$ cat config.mk
export PLATFORM = sky130hd
export DESIGN_NAME = instr_top
export DESIGN_NICKNAME = d
export VERILOG_FILES = /design/src/common/instr_pkg.sv /design/src/cmd_parser/cmd_parser_fsm.sv /design/src/verilog/pwm_timebase.sv /design/src/verilog/pwm_bank.sv /design/src/verilog/dac_driver.sv /design/src/verilog/instr_top.sv
export VERILOG_INCLUDE_DIRS = /design/src /design/src/common
export SDC_FILE = /design/constraint.sdc
export NUM_CORES = 1
export LEC_CHECK = 0
export ABC_AREA = 1
export BUFFER_PORTS_ARGS = -buffer_cell sky130_fd_sc_hd__buf_2
export CAP_MARGIN = 10
export CELL_PAD_IN_SITES_DETAIL_PLACEMENT = 0
export CELL_PAD_IN_SITES_GLOBAL_PLACEMENT = 2
export CORE_MARGIN = 10
export CORE_UTILIZATION = 39
export DETAILED_ROUTE_END_ITERATION = 10
export GPL_TIMING_DRIVEN = 0
export HOLD_SLACK_MARGIN = 0.06
export PLACE_DENSITY = 0.8
export SYNTH_ARGS = -nofsm -noshare
export SYNTH_HDL_FRONTEND = slang
export SYNTH_SLANG_ARGS = --single-unit
$ cat constraint.sdc
create_clock -name clk_i -period 2.5 [get_ports clk_i]
set_input_delay 0.125 -clock clk_i [delete_from_list [all_inputs] [get_ports clk_i]]
set_output_delay 0.125 -clock clk_i [all_outputs]
set_load 0.01 [all_outputs]
$ cat src/common/instr_cfg.svh
`ifndef INSTR_CFG_SVH
`define INSTR_CFG_SVH

// ============================================================
// widths
// ============================================================
`define INSTR_BYTE_W       8
`define INSTR_DUTY_W       8
`define INSTR_DAC_W        14

// channel counts
`define INSTR_PWM_CH       8
`define INSTR_DAC_CH       2

// ============================================================
// frame bytes and opcodes
// ============================================================
`define INSTR_SYNC_BYTE    8'h55
`define INSTR_REPLY_BYTE   8'h5A

`define INSTR_OP_SET_DUTY  8'h01
`define INSTR_OP_SET_DAC   8'h02
`define INSTR_OP_READ_DUTY 8'h03

`endif

$ cat src/common/instr_pkg.sv
`include "instr_cfg.svh"

package instr_pkg;

    // one byte of the usb stream
    typedef logic [`INSTR_BYTE_W-1:0] instr_byte_t;

    // duty value and period count
    typedef logic [`INSTR_DUTY_W-1:0] duty_t;

    // pwm channel index and pin vector
    typedef logic [$clog2(`INSTR_PWM_CH)-1:0] pwm_ch_t;
    typedef logic [`INSTR_PWM_CH-1:0] pwm_vec_t;

    // two's complement inside and offset binary on the pins
    typedef logic signed [`INSTR_DAC_W-1:0] dac_code_t;

    // ============================================================
    // command parser states
    // ============================================================
    typedef enum logic [3:0] {
        // frame assembly
        ST_IDLE,
        ST_OPCODE,
        ST_INDEX,
        ST_DATA_HI,
        ST_DATA_LO,
        // dispatch
        ST_EXEC,
        // reply burst
        ST_REPLY_HDR,
        ST_REPLY_IDX,
        ST_REPLY_VAL
    } parser_state_t;

endpackage

$ cat src/cmd_parser/cmd_parser_fsm.sv
`include "instr_cfg.svh"

module cmd_parser_fsm
    import instr_pkg::*;
(
    input  logic        clk_i,
    input  logic        arst_n_i,

    // byte stream from the usb endpoint
    input  instr_byte_t usb_data_i,
    input  logic        usb_valid_i,

    // pwm bank write and read-back
    output logic        duty_we_o,
    output pwm_ch_t     duty_ch_o,
    output duty_t       duty_wdata_o,
    output pwm_ch_t     rd_ch_o,
    input  duty_t       rd_duty_i,

    // dac driver write
    output logic        dac_we_a_o,
    output logic        dac_we_b_o,
    output dac_code_t   dac_wdata_o,

    // reply bytes back to the host
    output instr_byte_t usb_upload_data_o,
    output logic        usb_upload_valid_o
);

    parser_state_t state_q;
    parser_state_t state_d;

    // latched frame fields
    instr_byte_t opcode_q;
    instr_byte_t index_q;
    instr_byte_t data_hi_q;
    instr_byte_t data_lo_q;

    logic        pwm_idx_ok;
    logic        dac_idx_ok;
    logic        in_exec;

    logic        duty_we_q;
    logic        dac_we_a_q;
    logic        dac_we_b_q;
    instr_byte_t upload_data_q;
    logic        upload_valid_q;

    assign pwm_idx_ok = (index_q < `INSTR_PWM_CH);
    assign dac_idx_ok = (index_q < `INSTR_DAC_CH);
    assign in_exec    = (state_q == ST_EXEC);

    // ============================================================
    // state machine
    // ============================================================
    always_comb begin
        state_d = state_q;
        case (state_q)
            ST_IDLE: begin
                // anything but sync is ignored here
                if (usb_valid_i && (usb_data_i == `INSTR_SYNC_BYTE)) begin
                    state_d = ST_OPCODE;
                end
            end
            ST_OPCODE: begin
                if (usb_valid_i) begin
                    state_d = ST_INDEX;
                end
            end
            ST_INDEX: begin
                if (usb_valid_i) begin
                    state_d = ST_DATA_HI;
                end
            end
            ST_DATA_HI: begin
                if (usb_valid_i) begin
                    state_d = ST_DATA_LO;
                end
            end
            ST_DATA_LO: begin
                if (usb_valid_i) begin
                    state_d = ST_EXEC;
                end
            end
            ST_EXEC: begin
                if ((opcode_q == `INSTR_OP_READ_DUTY) && pwm_idx_ok) begin
                    state_d = ST_REPLY_HDR;
                end else begin
                    state_d = ST_IDLE;
                end
            end
            // input bytes are dropped during the reply
            ST_REPLY_HDR: state_d = ST_REPLY_IDX;
            ST_REPLY_IDX: state_d = ST_REPLY_VAL;
            ST_REPLY_VAL: state_d = ST_IDLE;
            default:      state_d = ST_IDLE;
        endcase
    end

    always_ff @(posedge clk_i or negedge arst_n_i) begin
        if (!arst_n_i) begin
            state_q <= ST_IDLE;
        end else begin
            state_q <= state_d;
        end
    end

    // frame field capture
    always_ff @(posedge clk_i) begin
        if (usb_valid_i) begin
            case (state_q)
                ST_OPCODE:  opcode_q  <= usb_data_i;
                ST_INDEX:   index_q   <= usb_data_i;
                ST_DATA_HI: data_hi_q <= usb_data_i;
                ST_DATA_LO: data_lo_q <= usb_data_i;
                default:    ;
            endcase
        end
    end

    // ============================================================
    // write strobes one cycle after exec
    // ============================================================
    always_ff @(posedge clk_i or negedge arst_n_i) begin
        if (!arst_n_i) begin
            duty_we_q  <= 1'b0;
            dac_we_a_q <= 1'b0;
            dac_we_b_q <= 1'b0;
        end else begin
            duty_we_q  <= in_exec && (opcode_q == `INSTR_OP_SET_DUTY) && pwm_idx_ok;
            dac_we_a_q <= in_exec && (opcode_q == `INSTR_OP_SET_DAC) && dac_idx_ok
                          && !index_q[0];
            dac_we_b_q <= in_exec && (opcode_q == `INSTR_OP_SET_DAC) && dac_idx_ok
                          && index_q[0];
        end
    end

    // ============================================================
    // reply burst of header, index and duty
    // ============================================================
    always_ff @(posedge clk_i or negedge arst_n_i) begin
        if (!arst_n_i) begin
            upload_data_q  <= '0;
            upload_valid_q <= 1'b0;
        end else begin
            upload_valid_q <= 1'b0;
            case (state_q)
                ST_REPLY_HDR: begin
                    upload_data_q  <= `INSTR_REPLY_BYTE;
                    upload_valid_q <= 1'b1;
                end
                ST_REPLY_IDX: begin
                    upload_data_q  <= index_q;
                    upload_valid_q <= 1'b1;
                end
                ST_REPLY_VAL: begin
                    // active duty of the latched channel
                    upload_data_q  <= rd_duty_i;
                    upload_valid_q <= 1'b1;
                end
                default: ;
            endcase
        end
    end

    assign duty_we_o          = duty_we_q;
    assign duty_ch_o          = index_q[$bits(pwm_ch_t)-1:0];
    assign duty_wdata_o       = data_lo_q;
    assign rd_ch_o            = index_q[$bits(pwm_ch_t)-1:0];

    // 14-bit code is data_hi[5:0] then data_lo
    assign dac_we_a_o         = dac_we_a_q;
    assign dac_we_b_o         = dac_we_b_q;
    assign dac_wdata_o        = {data_hi_q[`INSTR_DAC_W-`INSTR_BYTE_W-1:0], data_lo_q};

    assign usb_upload_data_o  = upload_data_q;
    assign usb_upload_valid_o = upload_valid_q;

endmodule

$ cat src/verilog/pwm_timebase.sv
`include "instr_cfg.svh"

module pwm_timebase
    import instr_pkg::*;
(
    input  logic  clk_i,
    input  logic  arst_n_i,

    output duty_t pwm_cnt_o,
    output logic  pwm_wrap_o
);

    duty_t cnt_q;
    logic  wrap_q;

    // ============================================================
    // free-running period counter
    // ============================================================
    always_ff @(posedge clk_i or negedge arst_n_i) begin
        if (!arst_n_i) begin
            cnt_q  <= '0;
            wrap_q <= 1'b0;
        end else begin
            cnt_q  <= cnt_q + 1'b1;
            // high exactly while the count reads 0
            wrap_q <= (cnt_q == {`INSTR_DUTY_W{1'b1}});
        end
    end

    assign pwm_cnt_o  = cnt_q;
    assign pwm_wrap_o = wrap_q;

endmodule

$ cat src/verilog/pwm_bank.sv
`include "instr_cfg.svh"

module pwm_bank
    import instr_pkg::*;
(
    input  logic     clk_i,
    input  logic     arst_n_i,

    // writes from the parser
    input  logic     duty_we_i,
    input  pwm_ch_t  duty_ch_i,
    input  duty_t    duty_wdata_i,

    // read-back select
    input  pwm_ch_t  rd_ch_i,

    // timebase
    input  duty_t    pwm_cnt_i,
    input  logic     pwm_wrap_i,

    output pwm_vec_t pwm_o,
    output duty_t    rd_duty_o
);

    duty_t    shadow_q [`INSTR_PWM_CH];
    duty_t    active_q [`INSTR_PWM_CH];
    pwm_vec_t pwm_q;

    // ============================================================
    // shadow and active duty registers
    // ============================================================
    always_ff @(posedge clk_i or negedge arst_n_i) begin
        if (!arst_n_i) begin
            for (int i = 0; i < `INSTR_PWM_CH; i++) begin
                shadow_q[i] <= '0;
                active_q[i] <= '0;
            end
        end else begin
            if (duty_we_i) begin
                shadow_q[duty_ch_i] <= duty_wdata_i;
            end
            // all channels switch together at the period boundary
            if (pwm_wrap_i) begin
                for (int i = 0; i < `INSTR_PWM_CH; i++) begin
                    active_q[i] <= shadow_q[i];
                end
            end
        end
    end

    // pin is high while count is below duty
    always_ff @(posedge clk_i or negedge arst_n_i) begin
        if (!arst_n_i) begin
            pwm_q <= '0;
        end else begin
            for (int i = 0; i < `INSTR_PWM_CH; i++) begin
                pwm_q[i] <= (pwm_cnt_i < active_q[i]);
            end
        end
    end

    assign pwm_o     = pwm_q;
    assign rd_duty_o = active_q[rd_ch_i];

endmodule

$ cat src/verilog/dac_driver.sv
`include "instr_cfg.svh"

module dac_driver
    import instr_pkg::*;
(
    input  logic      clk_i,
    input  logic      arst_n_i,

    input  logic      dac_we_a_i,
    input  logic      dac_we_b_i,
    input  dac_code_t dac_wdata_i,

    // offset binary towards the converter
    output dac_code_t dac_data_a_o,
    output dac_code_t dac_data_b_o
);

    // signed zero in offset binary
    localparam dac_code_t MIDSCALE = dac_code_t'(1 << (`INSTR_DAC_W - 1));

    dac_code_t data_a_q;
    dac_code_t data_b_q;

    // flip the sign bit
    function automatic dac_code_t to_offset_bin(input dac_code_t code);
        return {~code[`INSTR_DAC_W-1], code[`INSTR_DAC_W-2:0]};
    endfunction

    // ============================================================
    // channel registers
    // ============================================================
    always_ff @(posedge clk_i or negedge arst_n_i) begin
        if (!arst_n_i) begin
            data_a_q <= MIDSCALE;
            data_b_q <= MIDSCALE;
        end else begin
            if (dac_we_a_i) begin
                data_a_q <= to_offset_bin(dac_wdata_i);
            end
            if (dac_we_b_i) begin
                data_b_q <= to_offset_bin(dac_wdata_i);
            end
        end
    end

    assign dac_data_a_o = data_a_q;
    assign dac_data_b_o = data_b_q;

endmodule

$ cat src/verilog/instr_top.sv
`include "instr_cfg.svh"

module instr_top
    import instr_pkg::*;
(
    input  logic        clk_i,
    input  logic        arst_n_i,

    // usb cdc byte interface
    input  instr_byte_t usb_data_i,
    input  logic        usb_valid_i,
    output instr_byte_t usb_upload_data_o,
    output logic        usb_upload_valid_o,

    // instrument pins
    output pwm_vec_t    pwm_o,
    output dac_code_t   dac_data_a_o,
    output dac_code_t   dac_data_b_o
);

    // parser to pwm bank
    logic      duty_we;
    pwm_ch_t   duty_ch;
    duty_t     duty_wdata;
    pwm_ch_t   rd_ch;
    duty_t     rd_duty;

    // parser to dac driver
    logic      dac_we_a;
    logic      dac_we_b;
    dac_code_t dac_wdata;

    // timebase to pwm bank
    duty_t     pwm_cnt;
    logic      pwm_wrap;

    // ============================================================
    // command side
    // ============================================================
    cmd_parser_fsm u_cmd_parser_fsm (
        .clk_i              (clk_i),
        .arst_n_i           (arst_n_i),
        .usb_data_i         (usb_data_i),
        .usb_valid_i        (usb_valid_i),
        .duty_we_o          (duty_we),
        .duty_ch_o          (duty_ch),
        .duty_wdata_o       (duty_wdata),
        .rd_ch_o            (rd_ch),
        .rd_duty_i          (rd_duty),
        .dac_we_a_o         (dac_we_a),
        .dac_we_b_o         (dac_we_b),
        .dac_wdata_o        (dac_wdata),
        .usb_upload_data_o  (usb_upload_data_o),
        .usb_upload_valid_o (usb_upload_valid_o)
    );

    // ============================================================
    // outputs
    // ============================================================
    pwm_timebase u_pwm_timebase (
        .clk_i      (clk_i),
        .arst_n_i   (arst_n_i),
        .pwm_cnt_o  (pwm_cnt),
        .pwm_wrap_o (pwm_wrap)
    );

    pwm_bank u_pwm_bank (
        .clk_i        (clk_i),
        .arst_n_i     (arst_n_i),
        .duty_we_i    (duty_we),
        .duty_ch_i    (duty_ch),
        .duty_wdata_i (duty_wdata),
        .rd_ch_i      (rd_ch),
        .pwm_cnt_i    (pwm_cnt),
        .pwm_wrap_i   (pwm_wrap),
        .pwm_o        (pwm_o),
        .rd_duty_o    (rd_duty)
    );

    dac_driver u_dac_driver (
        .clk_i        (clk_i),
        .arst_n_i     (arst_n_i),
        .dac_we_a_i   (dac_we_a),
        .dac_we_b_i   (dac_we_b),
        .dac_wdata_i  (dac_wdata),
        .dac_data_a_o (dac_data_a_o),
        .dac_data_b_o (dac_data_b_o)
    );

endmodule

=== After elaboration in Yosys (flattened, before gate mapping) ===
Cells that the tools add are included.

* Output and inout bits: 45
* Bits in registers: 219
* Word-level logic and storage cells: 97
* Input bits: 11

* Reductions and logical operators: 18
* Equality and inequality tests: 18
* Muxes and demuxes: 15
* $add $sub $neg: 1
* Bitwise gates (word level): 2
* Order comparisons: 12

{| class="wikitable"
|+ Operator list
! kind !! count
|-
| $bwmux 64 || 1
|-
| $lt 8x8->1 || 8
|-
| $pmux 4 s8 || 1
|-
| $bmux 8 s3 || 1
|-
| $demux 8 s3 || 1
|-
| $mux 8 || 3
|-
| $pmux 8 s3 || 1
|-
| $mux 4 || 5
|-
| $eq 4x3->1 const B || 4
|-
| $eq 8x2->1 const B || 2
|-
| $logic_and 1x1->1 || 9
|-
| $add 8x1->8 const B || 1
|-
| $eq 4x2->1 const B || 2
|-
| $eq 8x1->1 const B || 1
|-
| $eq 8x7->1 const B || 1
|-
| $eq 8x8->1 const B || 1
|-
| $lt 8x2->1 const B || 1
|-
| $lt 8x4->1 const B || 1
|-
| $ne 2x2->1 const B || 4
|-
| $reduce_and 2->1 || 4
|-
| $reduce_and 5->1 || 1
|-
| $eq 4x1->1 const B || 1
|-
| $eq 4x4->1 const B || 1
|-
| $ge 4x4->1 const B || 1
|-
| 10 further kinds || 10
|}

=== Logic depth before layout (Yosys ltp) ===
Gate-level depths: netlist of the first run.

* Depth after elaboration: 6
* Depth in mapped cells: 9
* Mapped depth without buffers: 9

=== By module ===
Synthesis of the first run repeated with hierarchy kept, for this count alone.

* Cells, all modules: 1147
* Area total of the unflattened synthesis: 10216.0 µm²

{| class="wikitable"
|+ By module, submodules not included
! module !! area each (µm²) !! times used !! cells each !! sequential area each (µm²)
|-
| pwm_bank || 6775.2 || 1 || 796 || 3403.3
|-
| cmd_parser_fsm || 1998.2 || 1 || 193 || 1301.2
|-
| dac_driver || 1067.3 || 1 || 119 || 703.2
|-
| pwm_timebase || 375.4 || 1 || 39 || 225.2
|}

=== Least setup slack after synthesis of the first run ===
No wires, ideal clock.

* Path type: register to register
* Start: reg u_cmd_parser_fsm.state_q[3]
* End: reg u_cmd_parser_fsm.opcode_q[0], enable pin
* Path slack: 644 ps
* Arrival time: 1461 ps
* Buffers on the path: 0
* Clock period less this slack: 1856 ps
* Data required time: 2105 ps
* Library setup time: 395 ps
* Stages on the path, launching flop included: 4
* Cell sequence: dfrtp_1 -> nor2_1 -> inv_1 -> nor4_1

* Longest elaborated chain between the ends: 2

{| class="wikitable"
|+ Ends and longest elaborated chain
! what !! line !! text
|-
| start, declared || cmd_parser_fsm.sv:30 || <nowiki>parser_state_t state_q;</nowiki>
|-
| start signal, assigned || cmd_parser_fsm.sv:104 || <nowiki>state_q <= state_d;</nowiki>
|-
| $eq 4x1->1 || cmd_parser_fsm.sv:111 || <nowiki>case (state_q)</nowiki>
|-
| $reduce_and 2->1 (no line) || n/a ||
|-
| end signal, assigned || cmd_parser_fsm.sv:112 || <nowiki>ST_OPCODE: opcode_q <= usb_data_i;</nowiki>
|-
| end, declared || cmd_parser_fsm.sv:34 || <nowiki>instr_byte_t opcode_q;</nowiki>
|}

Every way passes these cells.
A chain may end at the register's enable or synchronous reset.

=== Final worst setup path of the first run ===
* Start: reg u_cmd_parser_fsm.index_q[0]
* End: reg u_cmd_parser_fsm.upload_data_q[4] (netlist: u_cmd_parser_fsm.usb_upload_data_o[4])

* Longest elaborated chain between the ends: 5

{| class="wikitable"
|+ Ends and longest elaborated chain
! what !! line !! text
|-
| start, declared || cmd_parser_fsm.sv:35 || <nowiki>instr_byte_t index_q;</nowiki>
|-
| start signal, assigned || cmd_parser_fsm.sv:113 || <nowiki>ST_INDEX: index_q <= usb_data_i;</nowiki>
|-
| $not 3->4 (implied by the code) || pwm_bank.sv:63 || <nowiki>assign rd_duty_o = active_q[rd_ch_i];</nowiki>
|-
| $bmux 8 s3 || pwm_bank.sv:63 ||
|-
| $mux 8 (implied by the code) (2 in series) || pwm_bank.sv:63 ||
|-
| $pmux 8 s3 || cmd_parser_fsm.sv:147 || <nowiki>case (state_q)</nowiki>
|-
| end signal, assigned || cmd_parser_fsm.sv:149 || <nowiki>upload_data_q <= `INSTR_REPLY_BYTE;</nowiki>
|-
| end signal, assigned || cmd_parser_fsm.sv:153 || <nowiki>upload_data_q <= index_q;</nowiki>
|-
| end signal, assigned || cmd_parser_fsm.sv:158 || <nowiki>upload_data_q <= rd_duty_i;</nowiki>
|-
| end, declared || cmd_parser_fsm.sv:46 || <nowiki>instr_byte_t upload_data_q;</nowiki>
|}

Every way passes these cells. The select of a mux whose other input is x is not followed.

==> results of run 1 <==
## sequential cells by signal, summed over array words and instances, names as in the netlist
name                                 cells
u_pwm_bank.active_q                     64
u_pwm_bank.shadow_q                     64
u_dac_driver.dac_data_a_o               14
u_dac_driver.dac_data_b_o               14
u_cmd_parser_fsm.duty_wdata_o            8
u_cmd_parser_fsm.index_q                 8
u_cmd_parser_fsm.opcode_q                8
u_cmd_parser_fsm.usb_upload_data_o       8
u_pwm_bank.pwm_o                         8
u_pwm_timebase.pwm_cnt_o                 8
u_cmd_parser_fsm.data_hi_q               6
u_cmd_parser_fsm.state_q                 4
u_cmd_parser_fsm.dac_we_a_o              1
u_cmd_parser_fsm.dac_we_b_o              1
u_cmd_parser_fsm.duty_we_o               1
u_cmd_parser_fsm.usb_upload_valid_o      1
u_pwm_timebase.pwm_wrap_o                1
## power groups by stage
stage / Combinational (mW) / Sequential (mW) / Clock [mW]
2_1_floorplan: 0.323 / 3.91 / 0
3_3_place_gp: 0.626 / 3.92 / 0
3_5_place_dp: 0.641 / 3.92 / 0
4_1_cts: 0.656 / 3.85 / 3.92
5_1_grt: 0.738 / 3.87 / 4.06
6_report: 0.640 / 3.86 / 3.83
## synthesized netlist by cell type, types with 5 or more instances
| cell type | count | area (sq um) |
|---|---|---|
| nand2_1 | 286 | 1070 |
| dfrtp_1 | 187 | 4680 |
| o21ai_0 | 145 | 726 |
| inv_1 | 116 | 435 |
| ha_1 | 57 | 713 |
| a21oi_1 | 54 | 270 |
| nor2_1 | 50 | 188 |
| nand3_1 | 40 | 200 |
| edfxtp_1 | 30 | 901 |
| clkbuf_1 | 18 | 67.6 |
| buf_2 | 16 | 80.1 |
| o211ai_1 | 12 | 90.1 |
| o21ai_1 | 11 | 55.1 |
| nand2_2 | 6 | 37.5 |
| xor2_1 | 6 | 52.6 |
| mux2_2 | 5 | 56.3 |
## metrics by stage
stage / cells / setup WS (ps) / util (%)
5_1_grt: 1495 / 241 / 46.7
6_report: 1495 / 319 / 46.7
3_3_place_gp: 1437 / -2020 / 42.7
4_1_cts: 1495 / 323 / 46.7
3_5_place_dp: 1439 / 337 / 42.8
2_1_floorplan: 1058 / 644 / -
## per-layer routing
layer  part of all wire [%]  vias to the layer above  track usage [%]
li1                       -                     3638                -
met1                     46                     3627             25.4
met2                     48                      138             30.8
met3                    4.8                       27             2.81
met4                    1.1                        0             2.82
met5                      0                        -                0
## area by class of cell
| type | count | area share (%) |
|---|---|---|
| Sequential cell | 219 | 49.1 |
| Inverter | 118 | 3.86 |
| Multi-Input combinational cell | 686 | 31.1 |
| Timing Repair Buffer | 67 | 3.64 |
| Tap cell | 324 | 3.53 |
| Clock inverter | 9 | 1.35 |
| Buffer | 35 | 1.32 |
| Clock buffer | 37 | 6.11 |
## critical path: stages, from the launching register on
cell	delay, ps
edfxtp_1	460
inv_1	130
clkbuf_1	530
nand2_1	110
nand3_1	130
nand2_1	100
o21ai_0	440
a21oi_1	130
## path summary, 6_finish.rpt
kind                                                         end                           from  slack, ps  cells after the start
max                        u_cmd_parser_fsm.usb_upload_data_o[4]    u_cmd_parser_fsm.index_q[0]        320                      7
min                                      u_pwm_bank.active_q[53]                       arst_n_i        200                      2
max reg2reg                u_cmd_parser_fsm.usb_upload_data_o[4]    u_cmd_parser_fsm.index_q[0]        320                      7
min reg2reg                         u_dac_driver.dac_data_b_o[9]  u_cmd_parser_fsm.data_hi_q[1]        470                      2
max in group asynchronous          u_dac_driver.dac_data_b_o[13]                       arst_n_i       1370                      3
min in group clk_i                  u_cmd_parser_fsm.opcode_q[7]                  usb_data_i[7]        360                      2
## cell families after synthesis
| kind of cell | Yosys count | synth area share (%) |
|---|---|---|
| AOI/OAI and AO/OA | 223 | 11.7 |
| xor gates and xnor gates | 6 | 0.537 |
| adders and majority gates | 57 | 7.29 |
| buffers and inverters | 153 | 6.07 |
| DFF | 219 | 57.6 |
| muxes | 5 | 0.575 |
| and+or+nand+nor | 395 | 16.2 |
## timing repair
| item | CTS | global route |
|---|---|---|
| hold buffers | 10 | 0 |
| buffers inserted | 0 | 0 |
| hold endpoints to repair | 129 | 0 |
==> metrics.cfg, run 1 <==
[timing]
relSlewSlack_pct=38.2
fin_skew_ps=12.2
fin_crit_ps=2180
max_clock_freq_ghz=0.458
grt_setup_unrepaired=no
slew_violations=0
layout_worst_path_cycle_share_pct=87.2
hold_ws_ps=198
setup_viol=0
hold_viol=0
tightest_slew_ps=920
fin_tns_setup_ps=0

[pwr]
seqPwrFrac_pct=46.3
powerDensity_nw_per_um2=726
finalPower_mw=8.33
peakVddDrop_uv=519
p_clk_share_pct=46.0
combPwrFrac_pct=7.7
power_leakage_nw=5.60
p_sw_share_pct=24.3
intPower_mw=6.30
switchingPower_mw=2.03

[routing]
wl_um=28800
via_per_inst=4.97
vias=7430
dr.pass1.iters=5
final_antenna_net_count=0
drc=0
wire_per_inst_um=19.2
first_iter_violations=556

[floorplan]
core_sq_um=24500
initial_utilization_pct=39.9
die_w_um=178
die_area_sq_um=31800
rows=57
io_pins=56
die_h_um=178

[finish]
n_fill_cell=2421
finalNetCount=1220
layout_common_cells=nand2_1, dfrtp_1, o21ai_0, inv_1, buf_2
layout_commonest_cell=nand2_1
syn_to_final_growth_pct=17.2
fin_area_sq_um=11500
drive_gt1_share_pct=11.1
n_antenna_cell=0
multiInputGateArea_sq_um=3560
regArea_sq_um=5630

[clocking]
cts_buffers=25
clock_latency_ps=530
clkTransAtPathRegs_ps=60
h-tree-depth=1
cts.sinks=219
clk_path_buf_depth=3
cts_tree=built
cts_root_buf=clkbuf_16
post_cts_resized=0

[global_routing]
grt_overflow_total=0
grt_max_degree=98
grt_util_all_layers_pct=18.5
antenna_found_initial=0
first_global_vias=7485
grt_pass1_wl_um=45200

[status]
status=finished clean

[synthesis]
synth_area_per_cell_sq_um=9.25
syn_nets=1126
ys_warn_count=0
synthCells=1058
syn_area_sq_um=9780
synth_ff_type=dfrtp_1
yosysSeqAreaShare_pct=57.6
synth_edf_count=30
async_flop_share_pct=86.3
ys_seq_elements=219
synthDistinctLibCells=26

[worst_setup_path]
cp_max_fo=10
path_class=reg2reg
startpoint_type=flop
crit_required_ps=2890
cp-end-kind=flop
crit_arrival_ps=2570

[hold_path]
hp-class=in2async

[placement]
gp_congestion=0.805
place_area_sq_um=10500
io_buffers=55
hpwl_um=19500

[job]
maxCapViolations=0

Power figures use the tool's default switching activity.
==> run 2: changes to the inputs <==
Settings changed: CORE_UTILIZATION 39 to 35, PLACE_DENSITY 0.8 to 0.76, SLEW_MARGIN set to 5.
Clock period 2.5 ns to 2 ns, I/O delays scaled along.
==> run 2 against run 1 <==
Effect of this change: clock power grew 31%; die area rose by 10%; combinational power grew 26%; routed wire length grew 3.0%; critical path type unchanged; largest cell class unchanged; largest power group is now clock; highest routed layer unchanged.
==> metrics.cfg, run 2 (synthesis results as in run 1) <==
[floorplan]
rows=61
die_area_sq_um=35000
io_pins=56
initial_utilization_pct=35.3
core_sq_um=27700
die_h_um=187
die_w_um=187

[timing]
slew_violations=0
relSlewSlack_pct=41.1
setup_viol=0
layout_worst_path_cycle_share_pct=95.9
fin_crit_ps=1920
tightest_slew_ps=876
hold_viol=0
worst_slack_ps=81.4
max_clock_freq_ghz=0.521
fin_tns_setup_ps=0
grt_setup_unrepaired=no
fin_skew_ps=9.40

[worst_setup_path]
path_class=reg2reg
crit_required_ps=2400
crit_arrival_ps=2320
cp-end-kind=flop
cp_max_fo=10
startpoint_type=flop

[pwr]
finalPower_mw=10.6
powerDensity_nw_per_um2=916
peakVddDrop_uv=624
power_leakage_nw=5.64

[finish]
syn_to_final_growth_pct=18.6
drive_gt1_share_pct=11.9
reg_top3=u_pwm_bank.active_q: 64 flops, u_pwm_bank.shadow_q: 64 flops
layout_commonest_cell=nand2_1
finalNetCount=1220
layout_common_cells=nand2_1, dfrtp_1, o21ai_0, inv_1, buf_2

[placement]
dpl_worst_slack_ps=-168
io_buffers=55
gp_congestion=0.815
hpwl_um=20000

[routing]
wl_um=29600
via_per_inst=4.83
first_iter_violations=516
final_antenna_net_count=0
wire_per_inst_um=19.1
vias=7495
dr.pass1.iters=5
drc=0

[clocking]
cts_root_buf=clkbuf_16
clkTransAtPathRegs_ps=60
clock_latency_ps=530
h-tree-depth=1
cts_buffers=26
clk_path_buf_depth=3
postCtsSetupBuffers=0
cts_tree=built
cts.sinks=219

[global_routing]
grt_pass1_wl_um=46800
grt_max_degree=106
antenna_found_initial=1
grt_util_all_layers_pct=17.0
first_global_vias=7620
grt_overflow_total=0

[job]
maxCapViolations=0

[status]
status=finished clean

[hold_path]
hp-class=in2async

-- run 2: worst paths after layout --
path / startpoint / end / slack (ps) / cells after the start
setup reg to reg: u_cmd_parser_fsm.index_q[0] / u_cmd_parser_fsm.usb_upload_data_o[4] / 80 / 7
hold reg to reg: u_dac_driver.dac_data_b_o[8] / u_dac_driver.dac_data_b_o[8] / 470 / 2
min in group clk_i: usb_data_i[6] / u_cmd_parser_fsm.opcode_q[6] / 340 / 2
setup / recovery: u_cmd_parser_fsm.index_q[0] / u_cmd_parser_fsm.usb_upload_data_o[4] / 80 / 7
hold / removal: arst_n_i / u_pwm_bank.shadow_q[53] / 150 / 2
max in group asynchronous: arst_n_i / u_pwm_bank.active_q[42] / 880 / 3
-- run 2: final cells by class --
class | instances | area, sq um
tap | 378 | 473
multi-input combinational | 686 | 3570
clock buffer | 38 | 777
sequential | 219 | 5630
inverter | 118 | 443
buffer | 35 | 154
clock inverter | 10 | 134
fill | 2799 | 16100
antenna | 1 | 2.50
timing repair buffer | 66 | 413
-- run 2: stage by stage --
step	instance area, sq um	hold slack [ps]	utilization, %	instances
2_1_floorplan	9780	-196	-	1058
3_3_place_gp	10500	332	38.0	1491
3_5_place_dp	10600	157	38.2	1492
4_1_cts	11600	207	41.8	1550
5_1_grt	11600	212	41.9	1550
6_report	11600	153	41.9	1551
-- run 2: what timing repair did --
action / in CTS / in global routing
resized for setup: 2 / 5
endpoints found under the setup margin: 1 / 7
hold endpoints to repair: 117 / 0
hold buffers: 10 / 0
-- run 2: worst max-delay path: stages, from the launching register on --
cell and delay (ps):
edfxtp_1 430, buf_2 300, buf_2 340, nand2_1 90, nand3_1 140, nand2_1 70, o21ai_1 290, a21oi_1 110
-- run 2: routing by layer --
metal | wire (um) | track usage [%] | share of wire [%] | vias up
li1 | - | - | - | 3635
met1 | 14100 | 23.8 | 48 | 3644
met2 | 13400 | 26.9 | 45 | 168
met3 | 1510 | 2.76 | 5.1 | 48
met4 | 626 | 4.25 | 2.1 | 0
met5 | 0 | 0 | 0 | -
-- run 2: report_power, final --
part           internal [mW]  total, mW  leakage, nW  switching [mW]
clock                   3.08       5.00        0.445            1.92
combinational          0.236      0.805         2.32           0.569
sequential              4.70       4.83         2.88           0.131
total                   8.01       10.6         5.64            2.62
